===== src/verilog/ram_sweep_pkg.sv =====
`default_nettype none

package ram_sweep_pkg;

    // Host word and RAM word widths
    localparam int HALF_W = 16;
    localparam int WORD_W = 32;

    // Left shift distance of the half shift lane
    // Overflow check looks at SHIFT_AMOUNT+1 top bits
    localparam int SHIFT_AMOUNT = 2;

    typedef logic signed [HALF_W-1:0] half_t;
    typedef logic signed [WORD_W-1:0] word_t;

    // Host word 2k is lo, host word 2k+1 is hi
    typedef struct packed {
        half_t hi;
        half_t lo;
    } word_halves_t;

    // One RAM word, seen whole or as two halves
    typedef union packed {
        word_t        whole;
        word_halves_t halves;
    } ram_word_u;

    // Sweep operation, sampled at start
    typedef enum logic {
        MODE_INCREMENT  = 1'b0,
        MODE_HALF_SHIFT = 1'b1
    } mode_e;

endpackage

`default_nettype wire


===== src/verilog/half_shift_lane.sv =====
`timescale 1ns/1ps
`default_nettype none

module half_shift_lane (
    input  wire                            a_clk,
    input  wire                            lane_load,
    input  wire  ram_sweep_pkg::ram_word_u word_in,
    output ram_sweep_pkg::word_t           result,
    output logic                           overflow
);
    import ram_sweep_pkg::*;

    // Sign survives the shift only if the bits shifted out match the new sign
    function automatic logic sign_lost(input half_t h);
        logic [SHIFT_AMOUNT:0] top;
        top = h[HALF_W-1 -: SHIFT_AMOUNT+1];
        return !((&top) || !(|top));
    endfunction

    half_t hi_shift;
    half_t lo_shift;
    logic  hi_lost;
    logic  lo_lost;

    // Each half shifted on its own, low bits kept
    assign hi_shift = half_t'(word_in.halves.hi <<< SHIFT_AMOUNT);
    assign lo_shift = half_t'(word_in.halves.lo <<< SHIFT_AMOUNT);

    assign hi_lost = sign_lost(word_in.halves.hi);
    assign lo_lost = sign_lost(word_in.halves.lo);

    always_ff @(posedge a_clk) begin
        if (lane_load) begin
            result   <= {hi_shift, lo_shift};
            // One flag per word, either half counts
            overflow <= hi_lost | lo_lost;
        end
    end

endmodule

`default_nettype wire


===== config.mk =====
export PLATFORM = sky130hd
export DESIGN_NAME = half_shift_lane
export DESIGN_NICKNAME = d
export VERILOG_FILES = /design/src/verilog/ram_sweep_pkg.sv /design/src/verilog/half_shift_lane.sv
export SDC_FILE = /design/constraint.sdc
export NUM_CORES = 1
export LEC_CHECK = 0
export BUFFER_PORTS_ARGS = -buffer_cell sky130_fd_sc_hd__buf_4
export CAP_MARGIN = 20
export CORE_ASPECT_RATIO = 1.2
export CORE_MARGIN = 4
export CORE_UTILIZATION = 42
export DETAILED_ROUTE_END_ITERATION = 6
export MAX_ROUTING_LAYER = met4
export PLACE_DENSITY_LB_ADDON = 0.08
export SLEW_MARGIN = 25
export SYNTH_ARGS = -nofsm -noshare
export SYNTH_HDL_FRONTEND = slang
export SYNTH_SLANG_ARGS = --single-unit

===== constraint.sdc =====
create_clock -name a_clk -period 1 [get_ports a_clk]
set_input_delay 0.05 -clock a_clk [delete_from_list [all_inputs] [get_ports a_clk]]
set_output_delay 0.05 -clock a_clk [all_outputs]
set_load 0.05 [all_outputs]

* After elaboration in Yosys (flattened, before gate mapping)
Cells that the tools add are included.
Operators by class: multipliers 0, order comparisons 0, add/subtract/negate cells 0, bitwise operators 1, shift operators 0, reductions and logical operators 10, equal/unequal tests 0, div/mod/pow operators 0, muxes and demuxes 0
Operators by type and width (number):
- $reduce_and A3 Y1 | 2
- $reduce_or A3 Y1 | 2
- $logic_not A1 Y1 | 4
- $logic_or A1 B1 Y1 | 2
- $or A1 B1 Y1 | 1
Storage, ports and cells: memories kept 0, input port bits 34, output and inout port bits 33, memory bits (read-only) 0, bits in registers 29, logic and storage cells 13, latch bits 0, RAM bits 0

* Depth between registers and ports, before layout
depth in word-level cells 5, gate-level depth with buffers 2, gate-level depth less buffers 2

* Worst setup path before layout
OpenSTA, ideal clock, no wires.
path kind register to output, start point reg overflow, end point out overflow, arrival time 601 ps, slack 349 ps, required time 950 ps, cell stages (with the launch flop) 1, path buffers 0, cell sequence edfxtp_1
RTL lines:
- from (decl) | line half_shift_lane.sv:9 | output logic overflow
- from (signal assigned) | line half_shift_lane.sv:36 | overflow <= hi_lost | lo_lost;
No word-level cell between the ends.

* Final worst setup path
start point reg result[18], end point out result[18]
RTL lines:
- from (decl) | line half_shift_lane.sv:8 | output ram_sweep_pkg::word_t result,
- from (signal assigned) | line half_shift_lane.sv:34 | result <= {hi_shift, lo_shift};
No word-level cell between the ends.

==> impl_results.md <==
- CTS root buf: clkbuf_4
- Post-route cell area: around 1800 um^2
- IO Count: 67
- Final setup violation count: 0
- Synth top area cells: edfxtp_1 93%, buf_4 3.2%, and3_1 1.3%
- Post-synth top area share: 0.933
- Reg clk slew, reported paths: 0.08 ns
- Crit path time final: 0.969 ns
- Worst path depth: 1
- Yosys warning count: 0
- Synthesized area: 933 um^2
- Die Wd: just over 50 um
- CTS tree: yes
- Initial core utilization: 0.446
- Antenna violations before repair: 0
- GRT Total Usage: 0.180
- Initial drt markers: 19
- First-pass GRT wire length: 3.56 mm
- DR vias/cell: between 4 and 5
- Syn avg cell area: 23.9 um^2
- Crit end category: output port
- Synthesis-to-finish area growth: 88.5%
- Arr. time, crit path: 0.92 ns
- Final Cycle Share: 0.969
- Register bit total from synthesis: 29
- Largest net degree at the start of global routing: 30
- CP peak stage delay: 0.39 ns
- Die Span Y: 59.6 um
- Final-report hold violation count: 0
- Number of global-route vias before repair: 764
- Area leader, netlist: edfxtp_1
- Diode count: 0
- Max Clock Freq: 1030 MHz
- CP cell instances: buf_4
- Final Max Tran Viols: 0
- H-tree depth: 2
- Slowest CP cell: edfxtp_1
- Worst-path fanout max: 1
- CORE AREA: 2090 um^2
- Setup TNS Final: 0 ns
- Inserted Clock Buffers: 5
- Power Density: between 1500 and 2000 nW/um^2
- Crit start category: flip-flop
- Final GP Congestion: 0.641
- DRT antenna net count: 0
- Post-DP Area: 1420 um^2
- Post-DP HPWL: ~1.4 mm
- Leak pwr: 0.759 nW
- Reg area: 871 um^2
- Site Rows: 18
- Grt total ovfl: 0
- Clock tree buffer depth: 2
- Max-capacitance violation count: 0
- Fill count: about 120
- Crit path max-delay family: flip-flops
- Data required time of the worst path: 0.95 ns
- Drt pass-1 iters: 3
- Post-CTS Setup Bufs: 0
- Synth Instances: 39
- Die ar.: just over 3000 um^2
- Worst Setup Path Type: reg2out
- Run status: finished, final reports clean
- WP buf/inv: 1
- Residual DRC: 0
- Clock sinks: 29
- Hold crit path type: in2reg
- Synth cell types: 6
- Multi-input logic area: 43.8 um^2
- Worst hold path stage count: 3
- PortBufs: 62
- Sequential area share after synthesis: 0.933
- Drt wl/cell: 14.4 um
- Total number of vias: between 600 and 700
- Final net count: between 150 and 200
- Detailed Route WL: 2.39 mm
- RSZ-0062 raised after global routing: no
- VDD IR max: 1.29 mV
- Layout cells sized above 1: 0.500
-- area by class of cell --
class / count / area share
well taps: 30 / 0.0213
clock buffers: 5 / 0.0213
flip-flops and latches: 29 / 0.495
multi-input cells: 9 / 0.0249
clock inverters: 3 / 0.00711
repair buffers: 90 / 0.430
-- registers in the layout (all words and copies together) (netlist names) --
name and flops:
result 28, overflow 1
-- cell families after synthesis --
family	share of synthesized area
DFF	0.933
buffers and inverters	0.0322
other	0.00402
AOI/OAI and AO/OA	0.00671
and+or+nand+nor	0.0241
-- final timing paths --
check	from	slack [ns]	to
hold / removal	word_in[15]	0.09	overflow$_DFFE_PP_
setup / recovery	result[18]$_DFFE_PP_	0.03	result[18]
-- stage by stage --
stage               hold WS, ns  power [mW]  setup WS, ns  utilization  cells
floorplan                 0.149        1.88         0.349            -     42
global placement          0.228        2.13         0.295        0.677    130
detailed placement        0.229        2.13         0.281        0.677    130
CTS                      0.0713        2.85        0.0127        0.835    166
global route             0.0798        2.95      0.000853        0.840    166
finish                   0.0898        2.84        0.0308        0.840    166
-- cell usage in the layout, fill, tap and decap left out, drive strengths merged --
cell / count
nor3: 2
buf: 62
and3: 2
clkbuf: 5
o22ai: 1
conb: 4
edfxtp: 29
dlygate4sd3: 28
clkinv: 3
-- metal layers --
metal / up-vias / GRT usage / routed length, um
met4: 0 / 0.0923 / 12
met3: 2 / 0.0504 / 218
met2: 43 / 0.335 / 1390
li1: 336 / - / -
met1: 318 / 0.162 / 772
met5: - / - / 0
-- repair_timing --
item                                    4_1_cts  5_1_grt
endpoints found under the setup margin        0        3
hold endpoints to repair                     28        0
gates resized for setup                       0        3
hold buffers                                 28        0
-- report_power, final --
| part | switching [mW] | internal [mW] |
|---|---|---|
| Combinational | 0.462 | 0.275 |
| Clock | 0.378 | 0.253 |
| Sequential | 0.0266 | 1.44 |
| Total | 0.866 | 1.97 |
-- synthesized netlist by cell type (all sizes together) --
library cell	instances
edfxtp	29
buf	4
and3	2
nor3	2
conb	1
o22ai	1
Power figures use the tool's default switching activity.
