## config.mk

```make
export PLATFORM = sky130hd
export DESIGN_NAME = word_increment_lane
export DESIGN_NICKNAME = d
export VERILOG_FILES = /design/src/verilog/ram_sweep_pkg.sv /design/src/verilog/word_increment_lane.sv
export SDC_FILE = /design/constraint.sdc
export NUM_CORES = 1
export LEC_CHECK = 0
export BUFFER_PORTS_ARGS = -buffer_cell sky130_fd_sc_hd__buf_2
export CORE_AREA = 2 2 60 62
export CTS_BUF_LIST = sky130_fd_sc_hd__clkbuf_4 sky130_fd_sc_hd__clkbuf_8 sky130_fd_sc_hd__clkbuf_16
export DETAILED_ROUTE_END_ITERATION = 12
export DIE_AREA = 0 0 62 64
export PLACE_DENSITY_LB_ADDON = 0.3
export SLEW_MARGIN = 20
export SYNTH_ARGS = -nofsm -noshare
export SYNTH_HDL_FRONTEND = slang
export SYNTH_SLANG_ARGS = --single-unit
export TNS_END_PERCENT = 1
```

## constraint.sdc

```tcl
create_clock -name a_clk -period 2.5 [get_ports a_clk]
set_input_delay 0.75 -clock a_clk [delete_from_list [all_inputs] [get_ports a_clk]]
set_output_delay 0.75 -clock a_clk [all_outputs]
set_load 0.01 [all_outputs]
```

## src/verilog/ram_sweep_pkg.sv

```systemverilog
`default_nettype none

package ram_sweep_pkg;

    // Host word and RAM word widths
    localparam int HALF_W = 16;
    localparam int WORD_W = 32;

    // Left shift distance of the half shift lane
    // Overflow check looks at SHIFT_AMOUNT+1 top bits
    localparam int SHIFT_AMOUNT = 2;

    typedef logic signed [HALF_W-1:0] half_t;
    typedef logic signed [WORD_W-1:0] word_t;

    // Host word 2k is lo, host word 2k+1 is hi
    typedef struct packed {
        half_t hi;
        half_t lo;
    } word_halves_t;

    // One RAM word, seen whole or as two halves
    typedef union packed {
        word_t        whole;
        word_halves_t halves;
    } ram_word_u;

    // Sweep operation, sampled at start
    typedef enum logic {
        MODE_INCREMENT  = 1'b0,
        MODE_HALF_SHIFT = 1'b1
    } mode_e;

endpackage

`default_nettype wire

```

## src/verilog/word_increment_lane.sv

```systemverilog
`timescale 1ns/1ps
`default_nettype none

module word_increment_lane (
    input  wire                            a_clk,
    input  wire                            lane_load,
    input  wire  ram_sweep_pkg::ram_word_u word_in,
    output ram_sweep_pkg::word_t           result,
    output logic                           overflow
);
    import ram_sweep_pkg::*;

    // Largest positive signed word
    localparam word_t WORD_MAX = {1'b0, {(WORD_W-1){1'b1}}};

    word_t sum;

    // Signed add, wraps to the most negative word
    assign sum = word_t'(word_in.whole + word_t'(1));

    // Held between loads, sampled by the sequencer in the write cycle
    always_ff @(posedge a_clk) begin
        if (lane_load) begin
            result   <= sum;
            // Only the top positive value wraps on +1
            overflow <= (word_in.whole == WORD_MAX);
        end
    end

endmodule

`default_nettype wire
```

# Word-level counts from Yosys, hierarchy flattened
# Index checks and enable logic that the tools add are counted.
dict set report totals {
  register_bits 33
  output_inout_bits 33
  elab_cells 4
  inputBits 34
}
dict set report op_classes {
  addsub 1
  eq_ne 1
}
# cell count
set ops {}
lappend ops {{32-bit by 2-bit adder with 32-bit output, second input constant} 1}
lappend ops {{32-bit == test, second input constant} 1}

# Longest topological paths before layout
dict set report logic_depth {
  depth_word 1
  depth_mapped 5
  mapped_depth_nobuf 5
}

# Worst setup path before layout
# Ideal clock, no wire load.
dict set report synth_timing {
  path_type {input to register}
  from {input word_in[0] in the netlist's numbering}
  to {register result[28], data pin}
  required_ns 2.242
  path_buffers 0
  arrival_ns 1.677
  setup_ns 0.258
  path_slack_ns 0.565
  path_stages 5
  path_cell_list {ha_1 -> nand3_1 -> nor4_1 -> nand4b_1 -> xnor2_1}
}
dict set report synth_via {
  elab_chain_cells 1
}
# element line_no
set synth_lines {}
lappend synth_lines {{from (decl)} word_increment_lane.sv:7} ;# input wire ram_sweep_pkg::ram_word_u word_in,
lappend synth_lines {{32-bit by 2-bit adder with 32-bit output} word_increment_lane.sv:19} ;# assign sum = word_t'(word_in.whole + word_t'(1));
lappend synth_lines {{named net sum[28]} word_increment_lane.sv:16} ;# word_t sum;
lappend synth_lines {{to (signal assigned)} word_increment_lane.sv:24} ;# result <= sum;
lappend synth_lines {{to (decl)} word_increment_lane.sv:8} ;# output ram_sweep_pkg::word_t result,
# The timed path passes the listed nets, and every way through them passes these cells.
# A chain may end at the register's enable or synchronous reset.

# Worst setup path after layout
# Ends and elaborated chain as after synthesis.

==> results.ini <==
[placed_design]
pre_cts_ws_ps=256
hpwl_mm=2.56
place_inst=239
io_buffers=66
gp_congestion=0.787

[drt]
vias=1237
drtIter0Drc=36
ant_nets=0
drc=0
wl_mm=3.18
via_per_inst=5.01
drt-pass1-iter-count=4
routedWlPerCell_um=12.9

[pwr]
power.switching_uw=262
clkPwrFrac=0.241
peakVddDrop_v=0.000281
p_per_area_nw_per_um2=527
p_seq_frac=0.613
switching_share=0.240
power_uw=1090
p_int_uw=829
leakage_uw=0.000837
combPwrFrac=0.146

[cells_and_area]
multi_input_area_um2=623
utilization=0.630
syn_to_final_growth_pct=26.7
seq_area_um2=991
layout.nets=235
nFillCells=288
layout.cells.non_filler=247
antenna_cells=0
drive_gt1_frac=0.383

[synthesis]
synth_fp_nets=163
syn_area_um2=1630
synth-seq-cells=33
yosysWarningCount=0
syn_inst=128
syn-mean-instance-area_um2=12.8
ys_types=20
seq_area_frac_synth=0.606

[grt]
grt_overflow=0
grt_pass1_vias=1259
antenna_found_initial=0
grt_pass1_wl_mm=5.27
grt_max_degree=34
grtUsageTotal=0.179

[clock_tree]
cts.sinks=33
root_buffer=clkbuf_4
cts_buffer_depth=2
clk_pin_slew_ps=100
numCtsBuffers=5
cts_max_level=2
postCtsSetupBuffers=0
cts_tree=yes
cts.repair.resized=0
hold_buffers=0

[outcome]
outcome=finished clean

[setup_path]
crit_type=primary input to flip-flop
max_stage_delay_ps=260
crit_fanout=5
critical_path.startpoint_type=primary input
crit_required_ps=2580
cp.arrival_ps=1960
crit_chain=buf_2 -> ha_1 -> nand3_1 -> nor4_1 -> buf_4 -> nand4b_1 -> xnor2_1
critPathBufInv=2
worst_path_max_delay_cell=nor4_1
end_kind=flip-flop
cp_top_family=simple AND/OR/NAND/NOR gates

[sta]
final.min_clock_period_ps=1880
finalHoldViolCount=0
tightest_slew_ps=711
setup_tns_ps=0
rsz0062_at_grt=no
post-route-period-util=0.753
setup_viol=0
fin_ws_ps=616
slew_viol_final=0
fmax_ghz=0.531
slew_headroom=0.526

[die]
rows=21
start_util=0.498
die_h_um=64
dieWidth_um=62
floorplan.die_area_um2=3970
core_area_um2=3280
io_pins=67

[job]
drv_cap=0

[worst_hold_path]
hp-class=primary input to flip-flop

-- cells in the mapped netlist --
master	count	area share
nand4_1	9	0.034
and2_1	2	0.0077
nand3_1	11	0.034
nor4_1	1	0.0038
and3_1	6	0.023
nand2_1	10	0.023
nand4_2	1	0.0077
edfxtp_1	33	0.61
nor2_1	6	0.014
nand4b_1	3	0.016
clkbuf_1	1	0.0023
ha_1	1	0.0077
nor3_2	2	0.012
xor2_1	9	0.048
inv_1	3	0.0069
or4_4	1	0.0069
buf_2	1	0.0031
and4_1	4	0.021
xnor2_1	21	0.11
nor3_1	3	0.0092
-- layout make-up --
class	count	area share
clock buffer	5	0.0181
multi-input combinational	90	0.301
inverter	3	0.00544
sequential	33	0.479
clock inverter	3	0.00604
tap	46	0.0278
timing repair buffer	67	0.163
-- power by group through the flow --
stage                     logic [uW]  clock network, uW  registers, uW
after floorplan                 34.2                  0            708
after global placement           158                  0            680
after detailed placement         162                  0            682
after CTS                        162                274            669
after global routing             178                297            674
final                            160                263            668
-- stage by stage --
step,cell area [um2],hold slack [ps]
after floorplan,1630,862
after global routing,2070,708
after global placement,2020,1030
final,2070,713
after detailed placement,2020,1040
after CTS,2070,702
-- metal layers --
| metal | share of wire | wire length, um | GRT usage | up-vias |
|---|---|---|---|---|
| met1 | 0.38 | 1210 | 0.208 | 574 |
| met3 | 0.061 | 195 | 0.0486 | 2 |
| li1 | - | - | - | 619 |
| met4 | 0.0072 | 23 | 0.0559 | 0 |
| met5 | 0 | 0 | 0 | - |
| met2 | 0.55 | 1750 | 0.310 | 42 |
-- layout by cell type (no fill, tap or decap), types with 2 or more instances in the layout --
| cell type | instances |
|---|---|
| inv_1 | 3 |
| edfxtp_1 | 33 |
| clkbuf_4 | 5 |
| xor2_1 | 9 |
| xnor2_1 | 21 |
| clkinv_1 | 2 |
| nor3_2 | 2 |
| buf_2 | 66 |
| nand3_1 | 11 |
| nor2_1 | 6 |
| and2_1 | 2 |
| and3_1 | 6 |
| nand4b_1 | 3 |
| and4_1 | 4 |
| nand4_1 | 9 |
| nand2_1 | 10 |
| nor3_1 | 3 |
-- kinds of logic after synthesis --
group,Yosys count,share of synthesized area
buffers and inverters,5,0.0122
adders and majority gates,1,0.00766
and+or+nand+nor,59,0.213
DFF,33,0.606
xor gates and xnor gates,30,0.161
-- worst paths after layout --
path              startpoint         end  slack, ps  depth (start not counted)
setup / recovery  word_in[0]  result[28]        620                          7
hold / removal    word_in[0]   result[0]        710                          2
-- flip-flops by register name (all words and copies together) (netlist names) --
signal / cells
result: 32
overflow: 1
No activity file was read; power rests on OpenSTA's default activity.
