### src/verilog/host_pipe_port.sv
`timescale 1ns/1ps
`default_nettype none

module host_pipe_port #(
    parameter int WORDS_LOG2 = 9
) (
    input  wire                  a_clk,
    input  wire                  reset,
    input  wire                  pipe_in_write,
    input  wire                  pipe_out_read,
    input  wire                  rewind,
    input  wire                  busy,
    output logic [WORDS_LOG2:0]  a_addr,
    output logic                 a_wr
);

    // Pointers count 16-bit halves
    logic [WORDS_LOG2:0] wr_ptr;
    logic [WORDS_LOG2:0] rd_ptr;
    // Address of the last pipe-out read
    logic [WORDS_LOG2:0] last_rd;

    always_ff @(posedge a_clk) begin
        if (reset) begin
            wr_ptr  <= '0;
            rd_ptr  <= '0;
            last_rd <= '0;
        end else if (rewind) begin
            wr_ptr <= '0;
            rd_ptr <= '0;
        end else begin
            if (pipe_in_write) begin
                wr_ptr <= wr_ptr + 1'b1;
            end
            if (pipe_out_read) begin
                rd_ptr  <= rd_ptr + 1'b1;
                last_rd <= rd_ptr;
            end
        end
    end

    // Write pointer during a pipe-in write, read pointer on a read
    // Idle cycles re-read the last address so pipe_out_data holds
    always_comb begin
        if (pipe_in_write) begin
            a_addr = wr_ptr;
        end else if (pipe_out_read) begin
            a_addr = rd_ptr;
        end else begin
            a_addr = last_rd;
        end
    end

    assign a_wr = pipe_in_write;

    // Host drives one pipe direction at a time
    a_one_pipe_dir : assert property (@(posedge a_clk) disable iff (reset)
        !(pipe_in_write && pipe_out_read));

    // Port A shares the RAM with the sweep, host must stay off it
    a_no_host_busy : assert property (@(posedge a_clk) disable iff (reset)
        busy |-> !(pipe_in_write || pipe_out_read));

endmodule

`default_nettype wire

### config.mk
export PLATFORM = sky130hd
export DESIGN_NAME = host_pipe_port
export DESIGN_NICKNAME = d
export VERILOG_FILES = /design/src/verilog/host_pipe_port.sv
export SDC_FILE = /design/constraint.sdc
export NUM_CORES = 1
export LEC_CHECK = 0
export BUFFER_PORTS_ARGS = -buffer_cell sky130_fd_sc_hd__buf_2
export CORE_UTILIZATION = 56
export CTS_CLUSTER_DIAMETER = 80
export DETAILED_ROUTE_END_ITERATION = 16
export HOLD_SLACK_MARGIN = 0.05
export PLACE_DENSITY = 0.77
export SLEW_MARGIN = 10
export SYNTH_ARGS = -nofsm -noshare
export SYNTH_HDL_FRONTEND = slang
export SYNTH_SLANG_ARGS = --single-unit
### constraint.sdc
create_clock -name a_clk -period 1.5 [get_ports a_clk]
set_input_delay 0.3 -clock a_clk [delete_from_list [all_inputs] [get_ports a_clk]]
set_output_delay 0.3 -clock a_clk [all_outputs]
set_load 0.05 [all_outputs]
After elaboration in Yosys (flattened, before gate mapping) --
Cells that the tools add are included.
Cells by class: reduce and logical (&&, ||, !) cells 1, mux-type cells 2, add/sub/neg operators 2
Operators by type and width (number):
- adder 10 x 1 -> 10 bit, second input constant | 2
- two-way mux 10 bit | 2
- OR reduction 2 bit | 1
Word-level totals: input bits 6, bits in registers 30

Longest topological paths before layout --
depth in word-level cells 2, mapped depth 5, gate-level depth less buffers 4

Worst setup path before layout --
Ideal clock, no wire load.
kind input-to-output, start in pipe_out_read, end out a_addr[2], buffers on the path 2, setup slack -739 ps, data arrival time 1939 ps, data required time 1200 ps, cell stages on the path 4, cells stage by stage buf_2 buf_2 mux2i_1 o21ai_0
Between the ends: longest elaborated chain between the ends 2
RTL lines:
- from (decl) | line 10 | input wire pipe_out_read,
- two-way mux 10 bit
- two-way mux 10 bit | line 45 | if (pipe_in_write) begin
- to (decl) | line 13 | output logic [WORDS_LOG2:0] a_addr,
Every way passes these cells.

Worst setup path in the final report --
start reg rd_ptr[5], end out a_addr[5]
Between the ends: longest elaborated chain between the ends 2
RTL lines:
- from (decl) | line 19 | logic [WORDS_LOG2:0] rd_ptr;
- from (signal assigned) | line 36 | rd_ptr <= rd_ptr + 1'b1;
- two-way mux 10 bit
- two-way mux 10 bit | line 45
Every way passes these cells.

==> results by group <==
Outcome
  • Outcome: finished, final reports clean

Drt
  • Drt pass-1 iters: 4
  • Via count: 1310
  • DRT Wirelength: 3.14 mm
  • ANT nets after route: 0
  • Mean routed wirelength per cell: 13.8 um
  • Post-route DRC: 0
  • Post-DR vias/cell: 5.77
  • DRT iter0 DRCs: 22

Clock tree
  • Clock latency on the worst-skew pair: 0.32 ns
  • Root buffer cell: clkbuf_4
  • Number of post-CTS setup repair buffers: 0
  • Maximum buffer depth of the clock tree: 2
  • H-tree Lvls: 2
  • Clk slew on worst S/H paths: 0.10 ns
  • Cts hold-fix bufs: 0
  • CTS Sinks: 30
  • Inserted Clock Buffers: 5
  • CTS tree: built

Logic synthesis
  • Synth Warn #: 0
  • Cell taking the most area after synthesis: dfxtp_1
  • Distinct cells, synth: 31
  • Synthesized area: 1450 sq um
  • Syn_nets: 186
  • Commonest cells in the netlist: nand2_1, dfxtp_1, a21oi_1
  • Synth top area cells: dfxtp_1, nand2_1, mux2i_1
  • Post-synth EDFFs: 0
  • Syn_area_per_cell: 8.15 sq um
  • Sequential share of the synthesized area: 41.4%
  • Top-count cell post-synth: nand2_1
  • Synth top area share: 41.4%
  • Top FF cell, synth: dfxtp_1
  • #FFs+latches synth: 30
  • Cells after synthesis: 178
  • Async S/R FF share, synth: 0%

Timing
  • Clk_skew: 0.00481 ns
  • Max Fclk: 683 MHz
  • Final hold vios: 0
  • Worst rel slew slack: 75.8%
  • Final slew viol count: 0
  • RSZ-0062 raised after global routing: true
  • Fin crit period: 1.47 ns
  • Worst slew pin tran: 0.363 ns
  • Setup TNS: 0 ns
  • Period Utilization, post-route: 97.7%
  • Endpoints failing setup: 0

Setup path
  • CP Buf/Inv Count: 1
  • Delay of the slowest critical-path stage: 0.36 ns
  • Slowest stage cell, crit path: dfxtp_2
  • Max Fanout on Critical Path: 6
  • CP Class: reg2out
  • Worst Setup End Kind: output pin
  • Top delay family on crit path: flip-flops
  • CP Data Required Time: 1.20 ns
  • CP Cell Sequence: mux2i_2 -> o21ai_4 -> buf_4
  • Worst setup SP type: flip-flop
  • CP Data Arrival Time: 1.17 ns

Global routing
  • First-pass GRT wire length: 4.84 mm
  • Gr usage total: 24.6%
  • GRT overflow: 0
  • Largest net degree at the start of global routing: 20
  • Antenna violations before repair: 0
  • Number of global-route vias before repair: 1162

Cells and area
  • Final nets: 204
  • Design area: 1890 sq um
  • Area delta synth->final: 30.5%
  • # diodes: 0
  • Share of post-route cells with drive strength above 1: 33.5%
  • Fill count: 185

Pwr
  • Switching part of the total power: 23.5%
  • Logic pwr share: 8.3%
  • Cell Pwr Density: 823 nW/um^2
  • Leakage Power: 0.000634 uW
  • Sequential Power Share: 51.4%
  • Clk pwr share: 40.3%
  • Sw Pwr: 367 uW
  • VDD IR max: 0.000719 V
  • Internal Power: 1190 uW

Job
  • Max Cap Violations: 0

Place
  • DP HPWL: 2.14 mm
  • PortBufs: 15
  • Routability cong.: 0.745
  • Area post-placement: 1710 sq um

Floorplanning
  • Starting density of the core: 59.1%
  • Die W: 52.9 um
  • # rows: 18
  • Top-level I/O count: 17
  • Die ar.: 2800 sq um
  • Die Height: 52.9 um
  • Core Footprint: 2450 sq um

Min path
  • Hold WC Path Type: in2reg
-- final cells by class --
type	count	area, sq um	area share (%)
flip-flops and latches	30	623	32.9
multi-input cells	134	942	49.8
inverters	2	7.51	0.397
repair buffers	23	205	10.8
clock inverters	3	40.0	2.11
well taps	30	37.5	1.98
clock buffers	5	37.5	1.98
-- final timing paths --
check	endpoint	cells past startpoint	from	slack (ns)
worst max register to register	wr_ptr[8]	4	wr_ptr[1]	0.08
worst max-delay path	a_addr[5]	3	rd_ptr[5]	0.03
worst min register to register	last_rd[0]	2	last_rd[0]	0.46
worst min-delay path	last_rd[0]	2	reset	0.28
-- cell usage in the layout, fill, tap and decap left out, types with 2 or more instances in the layout --
| cell | synthesis | final |
|---|---|---|
| a21oi_1 | 18 | 18 |
| buf_12 | 0 | 3 |
| buf_2 | 4 | 5 |
| buf_4 | 1 | 13 |
| buf_6 | 0 | 2 |
| clkbuf_4 | 0 | 5 |
| clkinv_2 | 0 | 2 |
| dfxtp_1 | 30 | 18 |
| dfxtp_2 | 0 | 9 |
| dfxtp_4 | 0 | 3 |
| ha_1 | 2 | 2 |
| inv_1 | 2 | 2 |
| mux2i_1 | 12 | 4 |
| mux2i_2 | 0 | 5 |
| mux2i_4 | 0 | 3 |
| nand2_1 | 37 | 37 |
| nand3_1 | 4 | 4 |
| nand4_1 | 4 | 4 |
| nor2_1 | 10 | 10 |
| o21a_1 | 3 | 3 |
| o21ai_0 | 15 | 5 |
| o21ai_2 | 0 | 2 |
| o21ai_4 | 0 | 8 |
| o31ai_1 | 3 | 3 |
| or3_1 | 4 | 4 |
| or3_2 | 2 | 2 |
| or4_1 | 3 | 3 |
| xnor2_1 | 3 | 3 |
| xor2_1 | 4 | 4 |
-- worst register-to-register path, delay by kind of cell, from the launching register on --
kind	cells	cell delay, ns
AOI/OAI and AO/OA	1	0.15
adders and majority gates	1	0.24
buffers and inverters	1	0.07
and+or+nand+nor	1	0.49
DFF	1	0.41
-- power by group through the flow --
stage	sequential (uW)	clock, uW	combinational, uW
floorplan	824	0	82.6
global placement	822	0	120
detailed placement	822	0	124
CTS	805	642	126
global route	802	671	139
finish	801	628	129
-- per-stage QoR --
stage	worst slack, ns	hold slack (ns)	util, %	instances	power (uW)
after global placement	0.0374	0.441	69.7	220	942
after CTS	0.00359	0.268	75.3	227	1570
final	0.0349	0.279	77.1	227	1560
after global routing	-0.00586	0.289	77.1	227	1610
after detailed placement	-0.0224	0.446	69.7	220	946
after floorplan	-0.105	0.436	-	178	906
-- per-layer routing --
metal | up-vias | GRT usage (%) | wire (um)
met2 | 21 | 44.7 | 1580
li1 | 662 | - | -
met1 | 619 | 25.8 | 1390
met3 | 8 | 6.32 | 93
met5 | - | 0 | 0
met4 | 0 | 11.8 | 77
-- cells by family (layout without fill, tap and decap cells) --
| family | after synthesis | count (layout) | synth area share (%) |
|---|---|---|---|
| muxes | 12 | 12 | 8.28 |
| adders and majority gates | 2 | 2 | 1.73 |
| and+or+nand+nor | 71 | 71 | 23.7 |
| buffers and inverters | 14 | 33 | 4.23 |
| AOI/OAI and AO/OA | 42 | 42 | 16.4 |
| DFF | 30 | 30 | 41.4 |
| xor gates and xnor gates | 7 | 7 | 4.23 |
-- registers in the layout, summed over array words and instances (netlist names) --
| name | cells |
|---|---|
| last_rd | 10 |
| rd_ptr | 10 |
| wr_ptr | 10 |
-- repair_timing --
item / in CTS / in global routing
hold endpoints to repair: 0 / 0
pin swaps: 1 / 0
resized for setup: 28 / 10
endpoints found under the setup margin: 10 / 10
(Power assumes the default switching activity.)
