File: config.mk
export PLATFORM = sky130hd
export DESIGN_NAME = sweep_sequencer
export DESIGN_NICKNAME = d
export VERILOG_FILES = /design/src/verilog/ram_sweep_pkg.sv /design/src/verilog/sweep_sequencer.sv
export SDC_FILE = /design/constraint.sdc
export NUM_CORES = 1
export LEC_CHECK = 0
export CAP_MARGIN = 40
export CELL_PAD_IN_SITES_DETAIL_PLACEMENT = 1
export CELL_PAD_IN_SITES_GLOBAL_PLACEMENT = 1
export CORE_UTILIZATION = 44
export DETAILED_ROUTE_END_ITERATION = 8
export DONT_BUFFER_PORTS = 1
export PLACE_DENSITY_LB_ADDON = 0.2
export SYNTH_ARGS = -nofsm -noshare
export SYNTH_HDL_FRONTEND = slang
export SYNTH_SLANG_ARGS = --single-unit
File: constraint.sdc
create_clock -name a_clk -period 3.5 [get_ports a_clk]
set_input_delay 0 -clock a_clk [delete_from_list [all_inputs] [get_ports a_clk]]
set_output_delay 0 -clock a_clk [all_outputs]
set_load 0.01 [all_outputs]
File: src/verilog/ram_sweep_pkg.sv
`default_nettype none

package ram_sweep_pkg;

    // Host word and RAM word widths
    localparam int HALF_W = 16;
    localparam int WORD_W = 32;

    // Left shift distance of the half shift lane
    // Overflow check looks at SHIFT_AMOUNT+1 top bits
    localparam int SHIFT_AMOUNT = 2;

    typedef logic signed [HALF_W-1:0] half_t;
    typedef logic signed [WORD_W-1:0] word_t;

    // Host word 2k is lo, host word 2k+1 is hi
    typedef struct packed {
        half_t hi;
        half_t lo;
    } word_halves_t;

    // One RAM word, seen whole or as two halves
    typedef union packed {
        word_t        whole;
        word_halves_t halves;
    } ram_word_u;

    // Sweep operation, sampled at start
    typedef enum logic {
        MODE_INCREMENT  = 1'b0,
        MODE_HALF_SHIFT = 1'b1
    } mode_e;

endpackage

`default_nettype wire

File: src/verilog/sweep_sequencer.sv
`timescale 1ns/1ps
`default_nettype none

module sweep_sequencer #(
    parameter int WORDS_LOG2 = 9
) (
    input  wire                        a_clk,
    input  wire                        reset,
    input  wire                        start,
    input  wire  ram_sweep_pkg::mode_e mode,
    input  wire  ram_sweep_pkg::word_t b_dout,
    input  wire  ram_sweep_pkg::word_t inc_result,
    input  wire                        inc_overflow,
    input  wire  ram_sweep_pkg::word_t shift_result,
    input  wire                        shift_overflow,
    output logic [WORDS_LOG2-1:0]      b_addr,
    output logic                       b_wr,
    output ram_sweep_pkg::word_t       b_din,
    output logic                       lane_load,
    output logic                       busy,
    output logic                       done,
    output logic [15:0]                overflow_count
);
    import ram_sweep_pkg::*;

    // Three cycles per word
    localparam logic [1:0] PH_ADDR  = 2'd0;
    localparam logic [1:0] PH_DATA  = 2'd1;
    localparam logic [1:0] PH_WRITE = 2'd2;

    localparam logic [WORDS_LOG2-1:0] LAST_INDEX = '1;

    logic [1:0]            phase;
    logic [WORDS_LOG2-1:0] index;
    mode_e                 mode_q;
    logic                  sel_overflow;

    // Lane pick by the mode latched at start
    assign b_din        = (mode_q == MODE_HALF_SHIFT) ? shift_result : inc_result;
    assign sel_overflow = (mode_q == MODE_HALF_SHIFT) ? shift_overflow : inc_overflow;

    // Same word address for read and write-back
    assign b_addr    = index;
    // RAM data valid in the data cycle, lanes grab it
    assign lane_load = busy && (phase == PH_DATA);
    assign b_wr      = busy && (phase == PH_WRITE);

    always_ff @(posedge a_clk) begin
        if (reset) begin
            busy           <= 1'b0;
            done           <= 1'b0;
            phase          <= PH_ADDR;
            index          <= '0;
            mode_q         <= MODE_INCREMENT;
            overflow_count <= '0;
        end else begin
            done <= 1'b0;
            if (!busy) begin
                // Start only taken when idle
                if (start) begin
                    busy           <= 1'b1;
                    phase          <= PH_ADDR;
                    index          <= '0;
                    mode_q         <= mode;
                    overflow_count <= '0;
                end
            end else begin
                case (phase)
                    PH_ADDR: begin
                        phase <= PH_DATA;
                    end
                    PH_DATA: begin
                        phase <= PH_WRITE;
                    end
                    default: begin
                        // Write cycle, lane outputs valid now
                        phase <= PH_ADDR;
                        index <= index + 1'b1;
                        if (sel_overflow) begin
                            overflow_count <= overflow_count + 1'b1;
                        end
                        // Last word written, finish next cycle
                        if (index == LAST_INDEX) begin
                            busy <= 1'b0;
                            done <= 1'b1;
                        end
                    end
                endcase
            end
        end
    end

    // A write-back is followed by more sweep or the done pulse
    a_wr_in_sweep : assert property (@(posedge a_clk) disable iff (reset)
        b_wr |-> busy ##1 (busy || done));

    a_done_single : assert property (@(posedge a_clk) disable iff (reset)
        done |=> !done);

    a_busy_done_excl : assert property (@(posedge a_clk) disable iff (reset)
        !(busy && done));

    // RAM echoes the written word next cycle, write-first on port B
    a_wr_echo : assert property (@(posedge a_clk) disable iff (reset)
        b_wr |=> (b_dout == $past(b_din)));

endmodule

`default_nettype wire

Yosys cells after proc, flatten, opt, wreduce, memory -nomap -nowiden
Cells that the tools add are included.
Word-level totals
  memory bits (read-only): 0
  RAM bits: 0
  output and inout bits: 61
  memories: 0
  input bits: 102
  latch bits: 0
  register bits: 30
Operators by class
  multiplexer cells: 17
  multipliers: 0
  divide/modulo/power cells: 0
  reduce and logical (&&, ||, !) cells: 9
  bitwise logic cells: 1
  equal/unequal tests: 5
  shifts and indexed selects: 0
  $lt $le $gt $ge: 0
  add/sub/neg operators: 2
Operator list (number)
  2-to-1 mux 16 bit: 4
  2-to-1 mux 32 bit: 1
  2-to-1 mux 9 bit: 3
  adder 16 x 1 -> 16 bit, second input constant: 1
  adder 9 x 1 -> 9 bit, second input constant: 1
  == test 9 bit, second input constant: 1
  2-to-1 mux 1 bit: 6
  2-to-1 mux 2 bit: 2
  case mux 2 bit (2 select lines): 1
  AND reduction 2 bit: 2
  OR reduction 4 bit: 1
  AND reduction 3 bit: 1
  == test 2 x 1 -> 1 bit, second input constant: 1
  == test 2 bit, second input constant: 1
  logical AND 1 bit: 2
  zero test 2 bit: 1
  != test 2 x 1 -> 1 bit, second input constant: 1
  != test 2 bit, second input constant: 1
  nonzero test 2 bit: 1
  OR reduction 2 bit: 1
  inverter 1 bit: 1

Longest topological paths before layout
Gate-level depths: netlist (run 1).
  depth in word-level cells: 4
  gate-level depth with buffers: 7
  gate-level depth less buffers: 7

Worst setup path before layout (run 1)
No wires, ideal clock.
  path type: flip-flop to flip-flop
  from: register busy
  to: register overflow_count[7]
  setup slack: 1.850 ns
  path buffers: 2
  period minus slack after synthesis: 1.650 ns
  required time: 3.430 ns
  data arrival time: 1.579 ns
  stages on the path, launching flop included: 7
  path through: dfxtp_1 -> buf_4 -> mux2i_1 -> a211o_1 -> buf_2 -> or3_1 -> a21oi_1
Between the ends
  word-level cells in the longest chain between the ends: 2
  elaborated cells between the ends (all ways): 5
  classes of those cells: eq/ne (2); mux (1); reduce/logical (2)
Ends and longest elaborated chain
  start: declaration: RTL line sweep_sequencer.sv:20  | output logic busy,
  start signal: assignment: RTL line sweep_sequencer.sv:50  | busy <= 1'b0;
  start signal: assignment: RTL line sweep_sequencer.sv:61  | busy <= 1'b1;
  start signal: assignment: RTL line sweep_sequencer.sv:84  | busy <= 1'b0;
  != test 2 x 1 -> 1 bit (no source line) (tied with other cells)
  AND reduction 3 bit (no source line)
  end signal: assignment: RTL line sweep_sequencer.sv:80  | overflow_count <= overflow_count + 1'b1;
  end: declaration: RTL line sweep_sequencer.sv:22  | output logic [15:0] overflow_count
Parallel ways exist; a longest one is shown, timed or not.
A chain may end at the register's enable or synchronous reset.

Worst setup path after layout (run 1)
  from: register mode_q
  to: register overflow_count[15]
Between the ends
  word-level cells in the longest chain between the ends: 3
Ends and longest elaborated chain
  start: declaration: RTL line sweep_sequencer.sv:35  | mode_e mode_q;
  start signal: assignment: RTL line sweep_sequencer.sv:64  | mode_q <= mode;
  2-to-1 mux 1 bit: RTL line sweep_sequencer.sv:40  | assign sel_overflow = (mode_q == MODE_HALF_SHIFT) ? shift_overflow : inc_overflow;
  != test 2 x 1 -> 1 bit (no source line)
  AND reduction 3 bit (no source line)
Every way passes these cells.

==> flow_metrics.py, run 1 <==
metrics = {
    "detailed_routing": {
        "viasPerCell": 6.57,
        "drc": 0,
        "routed_wl_mm": 6.04,
        "drt-initial-drc-count": 46,
        "wire_per_inst_um": 24.2,
        "dr_total_vias": 1643,
        "ant_nets": 0,
        "first_pass_iters": 4,
    },
    "synthesis": {
        "ys.flop_type": "dfxtp_1",
        "synth_top_area_cell": "dfxtp_1",
        "synth-seq-cells": 30,
        "yosysWarnings": 0,
        "syn_area_per_cell_um2": 8.75,
        "yosysTopAreaCellShare": 0.337,
        "yosys.cell_types.count": 34,
        "netlist_instances": 204,
        "async_flop_share": 0,
        "netlist_area_um2": 1780,
        "syn-num-nets": 309,
        "synth_edf_count": 0,
        "ys_seq_area_frac": 0.337,
        "synth_top_cells_by_area": "dfxtp_1 34%, mux2_2 22%, a21oi_1 6.2%",
    },
    "clock_network": {
        "cts_tree": "done",
        "cts_sinks": 30,
        "post_cts_resized": 0,
        "cts_buffer_depth": 2,
        "htree_levels": 2,
        "hold_buffers": 3,
        "cts_inserted_buffers": 5,
        "postCtsSetupBuffers": 0,
        "clk_latency_ns": 0.28,
        "path_clk_slew_ns": 0.07,
        "clockRootBuffer": "clkbuf_8",
    },
    "finish": {
        "drive_above_1_share": 0.218,
        "final_area_um2": 1930,
        "fin_cells": 250,
        "areaGrowthSynthToFinish_pct": 8.27,
        "nets": 306,
        "layout_commonest_cell": "mux2_2",
        "mostFrequentLayoutCells": "35 x mux2_2, 30 x dfxtp_1, 22 x a21oi_1, 16 x nor2_1, 13 x nand2_1",
        "antenna_cells": 0,
    },
    "timing": {
        "rsz0062_at_grt": "no",
        "setup-violations-final": 0,
        "fin_crit_sh": 0.683,
        "max_freq_mhz": 419,
        "worstMarginPinSlew_ns": 0.875,
        "setup_tns_ns": 0,
        "clock_skew_ns": 0.00455,
        "maxSlewViolCount": 0,
        "whs_ns": 0.113,
        "min_period_ns": 2.39,
        "maxSlewHeadroom": 0.417,
        "hold_viol": 0,
    },
    "die": {
        "die-area_um2": 4310,
        "ios": 163,
        "start_util": 0.473,
        "core_um2": 3770,
        "die_h_um": 65.7,
        "num_rows": 22,
        "dieWidth_um": 65.7,
    },
    "power": {
        "power_switching_uw": 189,
        "share_comb_of_total_power": 0.115,
        "cellPowerDensity_nw_per_um2": 398,
        "total_power_uw": 770,
        "swShare": 0.245,
        "intPower_uw": 581,
        "peakVddDrop_mv": 0.198,
        "power_frac_clock": 0.427,
        "p_leak_nw": 0.615,
        "seqPwrFrac": 0.459,
    },
    "outcome": {
        "status": "complete, no violations",
    },
    "grt": {
        "grt_overflow": 0,
        "first_global_vias": 1730,
        "grtUsageTotal": 0.286,
        "grt_max_degree": 20,
        "grt_antenna_before_repair": 0,
        "grt_pass1_wl_mm": 8.91,
    },
    "setup_path": {
        "ff2ff_setup_slack_ns": 1.11,
        "worstSetupPathType": "reg -> reg",
        "reg2reg_to": "overflow_count[15]$_SDFFE_PP0P_",
        "worstSetupEndpointType": "flop",
        "crit_path_start_kind": "flop",
        "timing.rr.start": "mode_q$_SDFFE_PP0P_",
        "crit_path_max_fanout": 19,
        "required_ns": 3.71,
        "worstPathArrival_ns": 2.59,
        "r2r_cells": 4,
    },
    "placement": {
        "io_buffers": 0,
        "dp_hpwl_mm": 4.74,
        "dpl_cell_area_um2": 1790,
        "routabilityCongestion": 0.846,
        "dpl.cell_count": 239,
    },
    "worst_hold_path": {
        "whs_endpoint": "b_addr[0]$_SDFFE_PP0P_",
        "min_from": "start",
        "min_path_cells": 3,
        "hold_path.class": "in -> reg",
    },
    "flow_run": {
        "max-cap-violations": 0,
    },
}
flip-flops by register name, indices dropped and copies added (netlist names):
| name | count |
|---|---|
| b_addr | 9 |
| busy | 1 |
| done | 1 |
| mode_q | 1 |
| overflow_count | 16 |
| phase | 2 |
critical path, cell delays in order, from the launching register on:
cell and delay [ns]:
dfxtp_1 0.79, mux2i_1 0.27, a211o_1 0.51, or4_1 0.57, a21oi_1 0.17
through the flow:
step           worst slack [ns]   util
4_1_cts                    1.09  0.512
6_report                   1.11  0.512
3_5_place_dp               1.11  0.475
5_1_grt                   0.865  0.512
3_3_place_gp               1.22  0.475
2_1_floorplan              1.85      -
cell families after synthesis:
family | after synthesis | synth area share
compound gates | 45 | 0.150
simple gates | 69 | 0.205
buf+inv | 17 | 0.0400
mux | 38 | 0.238
flops | 30 | 0.337
xor+xnor | 2 | 0.00982
fa+ha+maj | 3 | 0.0210
worst max path at each step:
stage                              startpoint                               to  slack, ns  cells after the start
after floorplan               busy$_SDFF_PP0_   overflow_count[7]$_SDFFE_PP0P_       1.85                      6
after global placement    mode_q$_SDFFE_PP0P_   overflow_count[8]$_SDFFE_PP0P_       1.22                      4
after detailed placement  mode_q$_SDFFE_PP0P_  overflow_count[15]$_SDFFE_PP0P_       1.11                      4
after CTS                 mode_q$_SDFFE_PP0P_  overflow_count[15]$_SDFFE_PP0P_       1.09                      4
after global routing      mode_q$_SDFFE_PP0P_   overflow_count[8]$_SDFFE_PP0P_       0.87                      4
final                     mode_q$_SDFFE_PP0P_  overflow_count[15]$_SDFFE_PP0P_       1.11                      4
routing by layer:
metal	global-route usage	vias to the layer above	wire length (µm)
met5	0	-	0
met4	0.117	0	143
met3	0.0851	12	408
met2	0.554	75	3340
met1	0.273	812	2140
li1	-	744	-
synthesized netlist by cell type (3+ instances only):
| library cell | instances |
|---|---|
| o21ai_0 | 8 |
| mux2_2 | 35 |
| and4_1 | 3 |
| mux2i_1 | 3 |
| nand3_1 | 9 |
| nor3b_1 | 3 |
| clkbuf_1 | 7 |
| or4_1 | 5 |
| o31ai_1 | 5 |
| a21oi_1 | 22 |
| dfxtp_1 | 30 |
| nor2_1 | 16 |
| nor3_1 | 3 |
| buf_1 | 3 |
| or3_1 | 9 |
| nand2_1 | 13 |
| buf_2 | 3 |
| ha_1 | 3 |
| inv_1 | 3 |
| o211ai_1 | 3 |
power groups by stage:
stage | sequential [mW] | clock [mW] | combinational [mW]
after CTS | 0.353 | 0.336 | 0.0887
after global routing | 0.354 | 0.350 | 0.0938
after floorplan | 0.354 | 0 | 0.0799
after detailed placement | 0.361 | 0 | 0.0815
final | 0.353 | 0.329 | 0.0882
after global placement | 0.360 | 0 | 0.0802
final cells by class:
type                    instances  area (µm²)
well taps                      48        60.1
inverters                       3        11.3
fillers                       466        1840
repair buffers                  4        37.5
multi-input cells             157        1110
flip-flops and latches         30         601
clock buffers                   8         110
(Power assumes the default switching activity.)
==> run 2, diff against run 1 <==
- CORE_UTILIZATION: 44 -> 37
- clock period: 3.5 -> 2.15 ns (I/O delays scaled with it)
==> run 2 against run 1 <==
Effect of this change:
- sequential power increased by 60%
- final area increased by 2.7%
- die area increased by 18%
- global-route usage decreased by 7.2 points
- non-clock buffer count increased by 6
- worst setup slack got worse by 0.85 ns
- flip-flop and latch count unchanged
- fmax increased by 26%
- critical endpoint is now overflow_count[12]$_SDFFE_PP0P_
- largest cell class unchanged
==> flow_metrics.py, run 2 (synthesis results as in run 1) <==
metrics = {
    "outcome": {
        "status": "complete, no violations",
    },
    "finish": {
        "antenna_cells": 0,
        "fin_cells": 260,
        "regMostFlops": "overflow_count",
        "layout_commonest_cell": "mux2_2",
        "regArea_um2": 601,
        "largest_reg_flops": 16,
        "nets": 312,
        "multi_input_area_um2": 1110,
        "mostFrequentLayoutCells": "35 x mux2_2, 30 x dfxtp_1, 22 x a21oi_1, 16 x nor2_1, 13 x nand2_1",
        "drive_above_1_share": 0.236,
        "fillers": 530,
        "areaGrowthSynthToFinish_pct": 11.2,
    },
    "grt": {
        "grt_overflow": 0,
        "first_global_vias": 1668,
        "grt_antenna_before_repair": 0,
        "grt_max_degree": 34,
        "grt_pass1_wl_mm": 8.48,
        "grtUsageTotal": 0.214,
    },
    "worst_hold_path": {
        "hold_path.class": "in -> reg",
    },
    "timing": {
        "whs_ns": 0.0949,
        "max_freq_mhz": 528,
        "fin_crit_sh": 0.881,
        "maxSlewViolCount": 0,
        "maxSlewHeadroom": 0.575,
        "min_period_ns": 1.89,
        "clock_skew_ns": 0.00360,
        "worst_slack_ns": 0.256,
        "setup-violations-final": 0,
        "hold_viol": 0,
        "worstMarginPinSlew_ns": 0.636,
        "rsz0062_at_grt": "no",
        "setup_tns_ns": 0,
    },
    "clock_network": {
        "cts_buffer_depth": 2,
        "cts_inserted_buffers": 5,
        "clk_latency_ns": 0.28,
        "clockRootBuffer": "clkbuf_8",
        "cts_tree": "done",
        "path_clk_slew_ns": 0.06,
        "post_cts_resized": 0,
        "htree_levels": 2,
        "cts_sinks": 30,
    },
    "detailed_routing": {
        "ant_nets": 0,
        "wire_per_inst_um": 21.0,
        "drt-initial-drc-count": 67,
        "first_pass_iters": 4,
        "routed_wl_mm": 5.47,
        "drc": 0,
        "viasPerCell": 6.27,
        "dr_total_vias": 1629,
    },
    "die": {
        "die-area_um2": 5100,
        "num_rows": 24,
        "dieWidth_um": 71.4,
        "core_um2": 4500,
        "start_util": 0.396,
        "ios": 163,
        "die_h_um": 71.4,
    },
    "setup_path": {
        "required_ns": 2.36,
        "max_stage_delay_ns": 0.61,
        "cp_slowest_cell": "or4_1",
        "crit_path_max_fanout": 13,
        "worstSetupPathType": "reg -> reg",
        "worstPathCellList": "and4_1 > nand3_1 > or4_1 > a21oi_1",
        "worstSetupEndpointType": "flop",
        "crit_path_start_kind": "flop",
        "worstPathArrival_ns": 2.10,
    },
    "flow_run": {
        "max-cap-violations": 0,
    },
    "power": {
        "p_leak_nw": 0.643,
        "total_power_mw": 1.25,
        "peakVddDrop_mv": 0.368,
        "cellPowerDensity_nw_per_um2": 631,
    },
    "placement": {
        "dpl.cell_count": 248,
        "routabilityCongestion": 0.724,
        "dp_hpwl_mm": 4.18,
        "place_worst_setup_slack_ns": 0.269,
        "io_buffers": 0,
    },
}
[run 2: power breakdown]
part | leakage (nW) | switching (mW) | internal, mW
Clock | 0.0575 | 0.209 | 0.323
Sequential | 0.242 | 0.00397 | 0.560
Combinational | 0.343 | 0.0899 | 0.0664
[run 2: per-stage QoR]
stage	utilization	cell area, µm²
CTS	0.441	1980
finish	0.441	1980
global route	0.441	1980
global placement	0.407	1830
detailed placement	0.407	1830
floorplan	-	1780
[run 2: repair_timing]
| action | in CTS | in global routing |
|---|---|---|
| buffers inserted | 0 | 0 |
| hold buffers | 4 | 0 |
| endpoints found under the setup margin | 0 | 0 |
| endpoints found under the hold margin | 17 | 0 |
[run 2: per-layer routing]
metal	global-route usage	vias up	share of wire
met4	0.0711	0	0.022
met3	0.0689	12	0.076
met5	0	-	0
met2	0.381	84	0.52
met1	0.241	769	0.38
li1	-	764	-
[run 2: area by class of cell]
class	count	area share
sequential	30	0.303
timing repair buffer	10	0.0429
clock buffer	8	0.0555
tap	52	0.0328
inverter	3	0.00567
multi-input combinational	157	0.561
[run 2: final timing paths]
path | cells past startpoint | start | to | slack [ns]
setup / recovery | 4 | overflow_count[4]$_SDFFE_PP0P_ | overflow_count[12]$_SDFFE_PP0P_ | 0.26
setup reg to reg | 4 | overflow_count[4]$_SDFFE_PP0P_ | overflow_count[12]$_SDFFE_PP0P_ | 0.26
hold / removal | 3 | start | mode_q$_SDFFE_PP0P_ | 0.09
hold reg to reg | 2 | overflow_count[15]$_SDFFE_PP0P_ | overflow_count[15]$_SDFFE_PP0P_ | 0.54
[run 2: worst max-delay path, delay by kind of cell (launching register included)]
family	cells	cell delay, ns
and+or+nand+nor	3	1.22
DFF	1	0.46
AOI/OAI and AO/OA	1	0.14
==> run 3, diff against run 2 <==
- ABC_AREA: default -> 1
- CORE_UTILIZATION: 37 -> 34
==> run 3 against run 2 <==
Effect of this change:
- area after synthesis increased by 6.0%
- largest cell class unchanged
- critical path depth grew 4
- hold slack got worse by 0.063 ns
- core utilization decreased by 4.7 points
==> flow_metrics.py, run 3 <==
metrics = {
    "outcome": {
        "status": "complete, no violations",
    },
    "setup_path": {
        "max_stage_delay_ns": 0.53,
        "worstSetupEndpointType": "flop",
        "worstSetupPathType": "reg -> reg",
        "worstPathArrival_ns": 1.83,
        "crit_path_start_kind": "flop",
        "worstPathCellList": "nand2_2 > clkinv_4 > nand3_4 > nand2_4 > inv_1 > nor2_1 > nand2_1 > a21oi_1",
        "cp_num_buf_inv": 2,
        "cp_top_family": "simple AND/OR/NAND/NOR gates",
        "required_ns": 2.37,
        "crit_path_max_fanout": 15,
        "cp_slowest_cell": "dfxtp_1",
    },
    "grt": {
        "grt_antenna_before_repair": 0,
        "grt_overflow": 0,
        "grt_pass1_wl_mm": 9.60,
        "grt_max_degree": 34,
        "first_global_vias": 1948,
        "grtUsageTotal": 0.208,
    },
    "detailed_routing": {
        "viasPerCell": 5.08,
        "wire_per_inst_um": 14.9,
        "dr_total_vias": 1985,
        "first_pass_iters": 4,
        "routed_wl_mm": 5.81,
        "ant_nets": 0,
        "drc": 0,
        "drt-initial-drc-count": 50,
    },
    "timing": {
        "setup-violations-final": 0,
        "rsz0062_at_grt": "no",
        "maxSlewHeadroom": 0.700,
        "maxSlewViolCount": 0,
        "setup_tns_ns": 0,
        "max_freq_mhz": 622,
        "worst_slack_ns": 0.541,
        "hold_viol": 0,
        "min_period_ns": 1.61,
        "fin_crit_sh": 0.748,
        "clock_skew_ns": 0.00423,
        "worstMarginPinSlew_ns": 0.446,
    },
    "finish": {
        "mostFrequentLayoutCells": "143 x nand2_1, 32 x inv_1, 30 x dfxtp_1, 27 x nor2_1, 20 x a21oi_1",
        "regMostFlops": "overflow_count",
        "antenna_cells": 0,
        "nets": 425,
        "drive_above_1_share": 0.0530,
        "areaGrowthSynthToFinish_pct": 9.07,
        "largest_reg_flops": 16,
        "fillers": 723,
        "layout_commonest_cell": "nand2_1",
    },
    "synthesis": {
        "netlist_instances": 317,
        "synth_common_cells": "143 x nand2_1, 32 x inv_1, 30 x dfxtp_1, 27 x nor2_1, 20 x a21oi_1",
        "yosysWarnings": 0,
        "syn_area_per_cell_um2": 5.96,
        "synth_top_area_cell": "dfxtp_1",
        "synth_compound_area_frac": 0.0999,
        "synthXorXnorAreaFrac": 0.00463,
        "yosys.cell_types.count": 28,
        "netlist_area_um2": 1890,
        "synth_top_family_by_area": "simple AND/OR/NAND/NOR gates",
        "async_flop_share": 0,
        "synth_top_cells_by_area": "dfxtp_1 32%, nand2_1 28%, inv_1 6.4%",
        "synthAdderAreaFrac": 0.0199,
        "ys_seq_area_frac": 0.318,
        "synth_most_common_cell": "nand2_1",
        "syn-num-nets": 422,
        "yosysTopAreaCellShare": 0.318,
        "yosys.area_share.simple": 0.456,
        "synth_edf_count": 0,
        "synth-seq-cells": 30,
        "ys.flop_type": "dfxtp_1",
        "muxShareOfSynthArea": 0,
    },
    "power": {
        "p_leak_nw": 0.931,
        "peakVddDrop_mv": 0.309,
        "cellPowerDensity_nw_per_um2": 603,
    },
    "die": {
        "start_util": 0.361,
        "die_h_um": 76.6,
        "dieWidth_um": 76.6,
        "num_rows": 26,
        "core_um2": 5240,
        "die-area_um2": 5860,
        "ios": 163,
    },
    "clock_network": {
        "cts_buffer_depth": 2,
        "cts_tree": "done",
        "clockRootBuffer": "clkbuf_8",
        "cts_sinks": 30,
        "htree_levels": 2,
        "cts_inserted_buffers": 5,
        "path_clk_slew_ns": 0.06,
        "clk_latency_ns": 0.29,
    },
    "worst_hold_path": {
        "hold_path.class": "in -> reg",
    },
    "placement": {
        "dp_hpwl_mm": 4.58,
        "io_buffers": 0,
        "routabilityCongestion": 0.758,
        "place_worst_setup_slack_ns": 0.551,
    },
    "flow_run": {
        "max-cap-violations": 0,
    },
}
run 3: cell types whose count changed after synthesis, moves of 5 or more:
cell / before / now
inv_1: 3 / 32
mux2_2: 35 / 0
nand2_1: 13 / 143
nand4_1: 2 / 12
nor2_1: 16 / 27
nor3_1: 3 / 8
o31ai_1: 5 / 0
or3_1: 9 / 0
or4_1: 5 / 0
run 3: metal layers:
layer	vias up	track usage	share of wire
met5	-	0	0
met4	0	0.0865	0.018
met3	10	0.0910	0.10
met2	85	0.315	0.43
met1	887	0.255	0.45
li1	1003	-	-
run 3: area by class of cell:
cell class | instances | area (µm²) | area share
clock buffers | 7 | 86.3 | 0.0419
well taps | 70 | 87.6 | 0.0425
flip-flops and latches | 30 | 601 | 0.291
clock inverters | 1 | 5.00 | 0.00243
inverters | 34 | 133 | 0.0643
multi-input cells | 243 | 1100 | 0.532
repair buffers | 6 | 52.6 | 0.0255
run 3: path summary, 6_finish.rpt:
check / from / to / slack [ns] / cells after the start
min reg2reg: phase[1]$_SDFFE_PP0P_ / phase[1]$_SDFFE_PP0P_ / 0.52 / 2
min: shift_overflow / overflow_count[0]$_SDFFE_PP0P_ / 0.03 / 4
max: busy$_SDFF_PP0_ / overflow_count[4]$_SDFFE_PP0P_ / 0.54 / 8
max reg2reg: busy$_SDFF_PP0_ / overflow_count[4]$_SDFFE_PP0P_ / 0.54 / 8
run 3: kinds of logic (layout without fill, tap and decap cells):
family	after synthesis	after routing
AND/OR/NAND/NOR	204	204
buffers and inverters	44	48
XOR/XNOR	1	1
flip-flops	30	30
AO/OA/AOI/OAI	35	35
adder cells (fa/ha/maj)	3	3
run 3: worst min-delay path: cells and delay by family:
kind,cells,cell delay (ns)
buf+inv,1,0.04
simple gates,2,0.17
compound gates,1,0.06
run 3: where the power goes:
part / leakage (nW) / switching [mW] / internal [mW]
Sequential: 0.242 / 0.00736 / 0.561
Clock: 0.0482 / 0.228 / 0.258
Combinational: 0.640 / 0.142 / 0.0469
Total: 0.931 / 0.377 / 0.866
run 3: stage by stage:
step	util	cell area, µm²	hold slack [ns]	cells	total power, mW
6_report	0.394	2060	0.0323	391	1.24
5_1_grt	0.394	2060	0.0547	391	1.31
4_1_cts	0.394	2060	0.0290	391	1.27
3_5_place_dp	0.371	1940	0.0725	380	0.766
3_3_place_gp	0.371	1940	0.0708	380	0.762
2_1_floorplan	-	1890	0.118	317	0.737
run 3: repair_timing:
item	4_1_cts	5_1_grt
gates resized for setup	0	0
buffers inserted	0	0
hold endpoints to repair	12	0
hold buffers	3	0
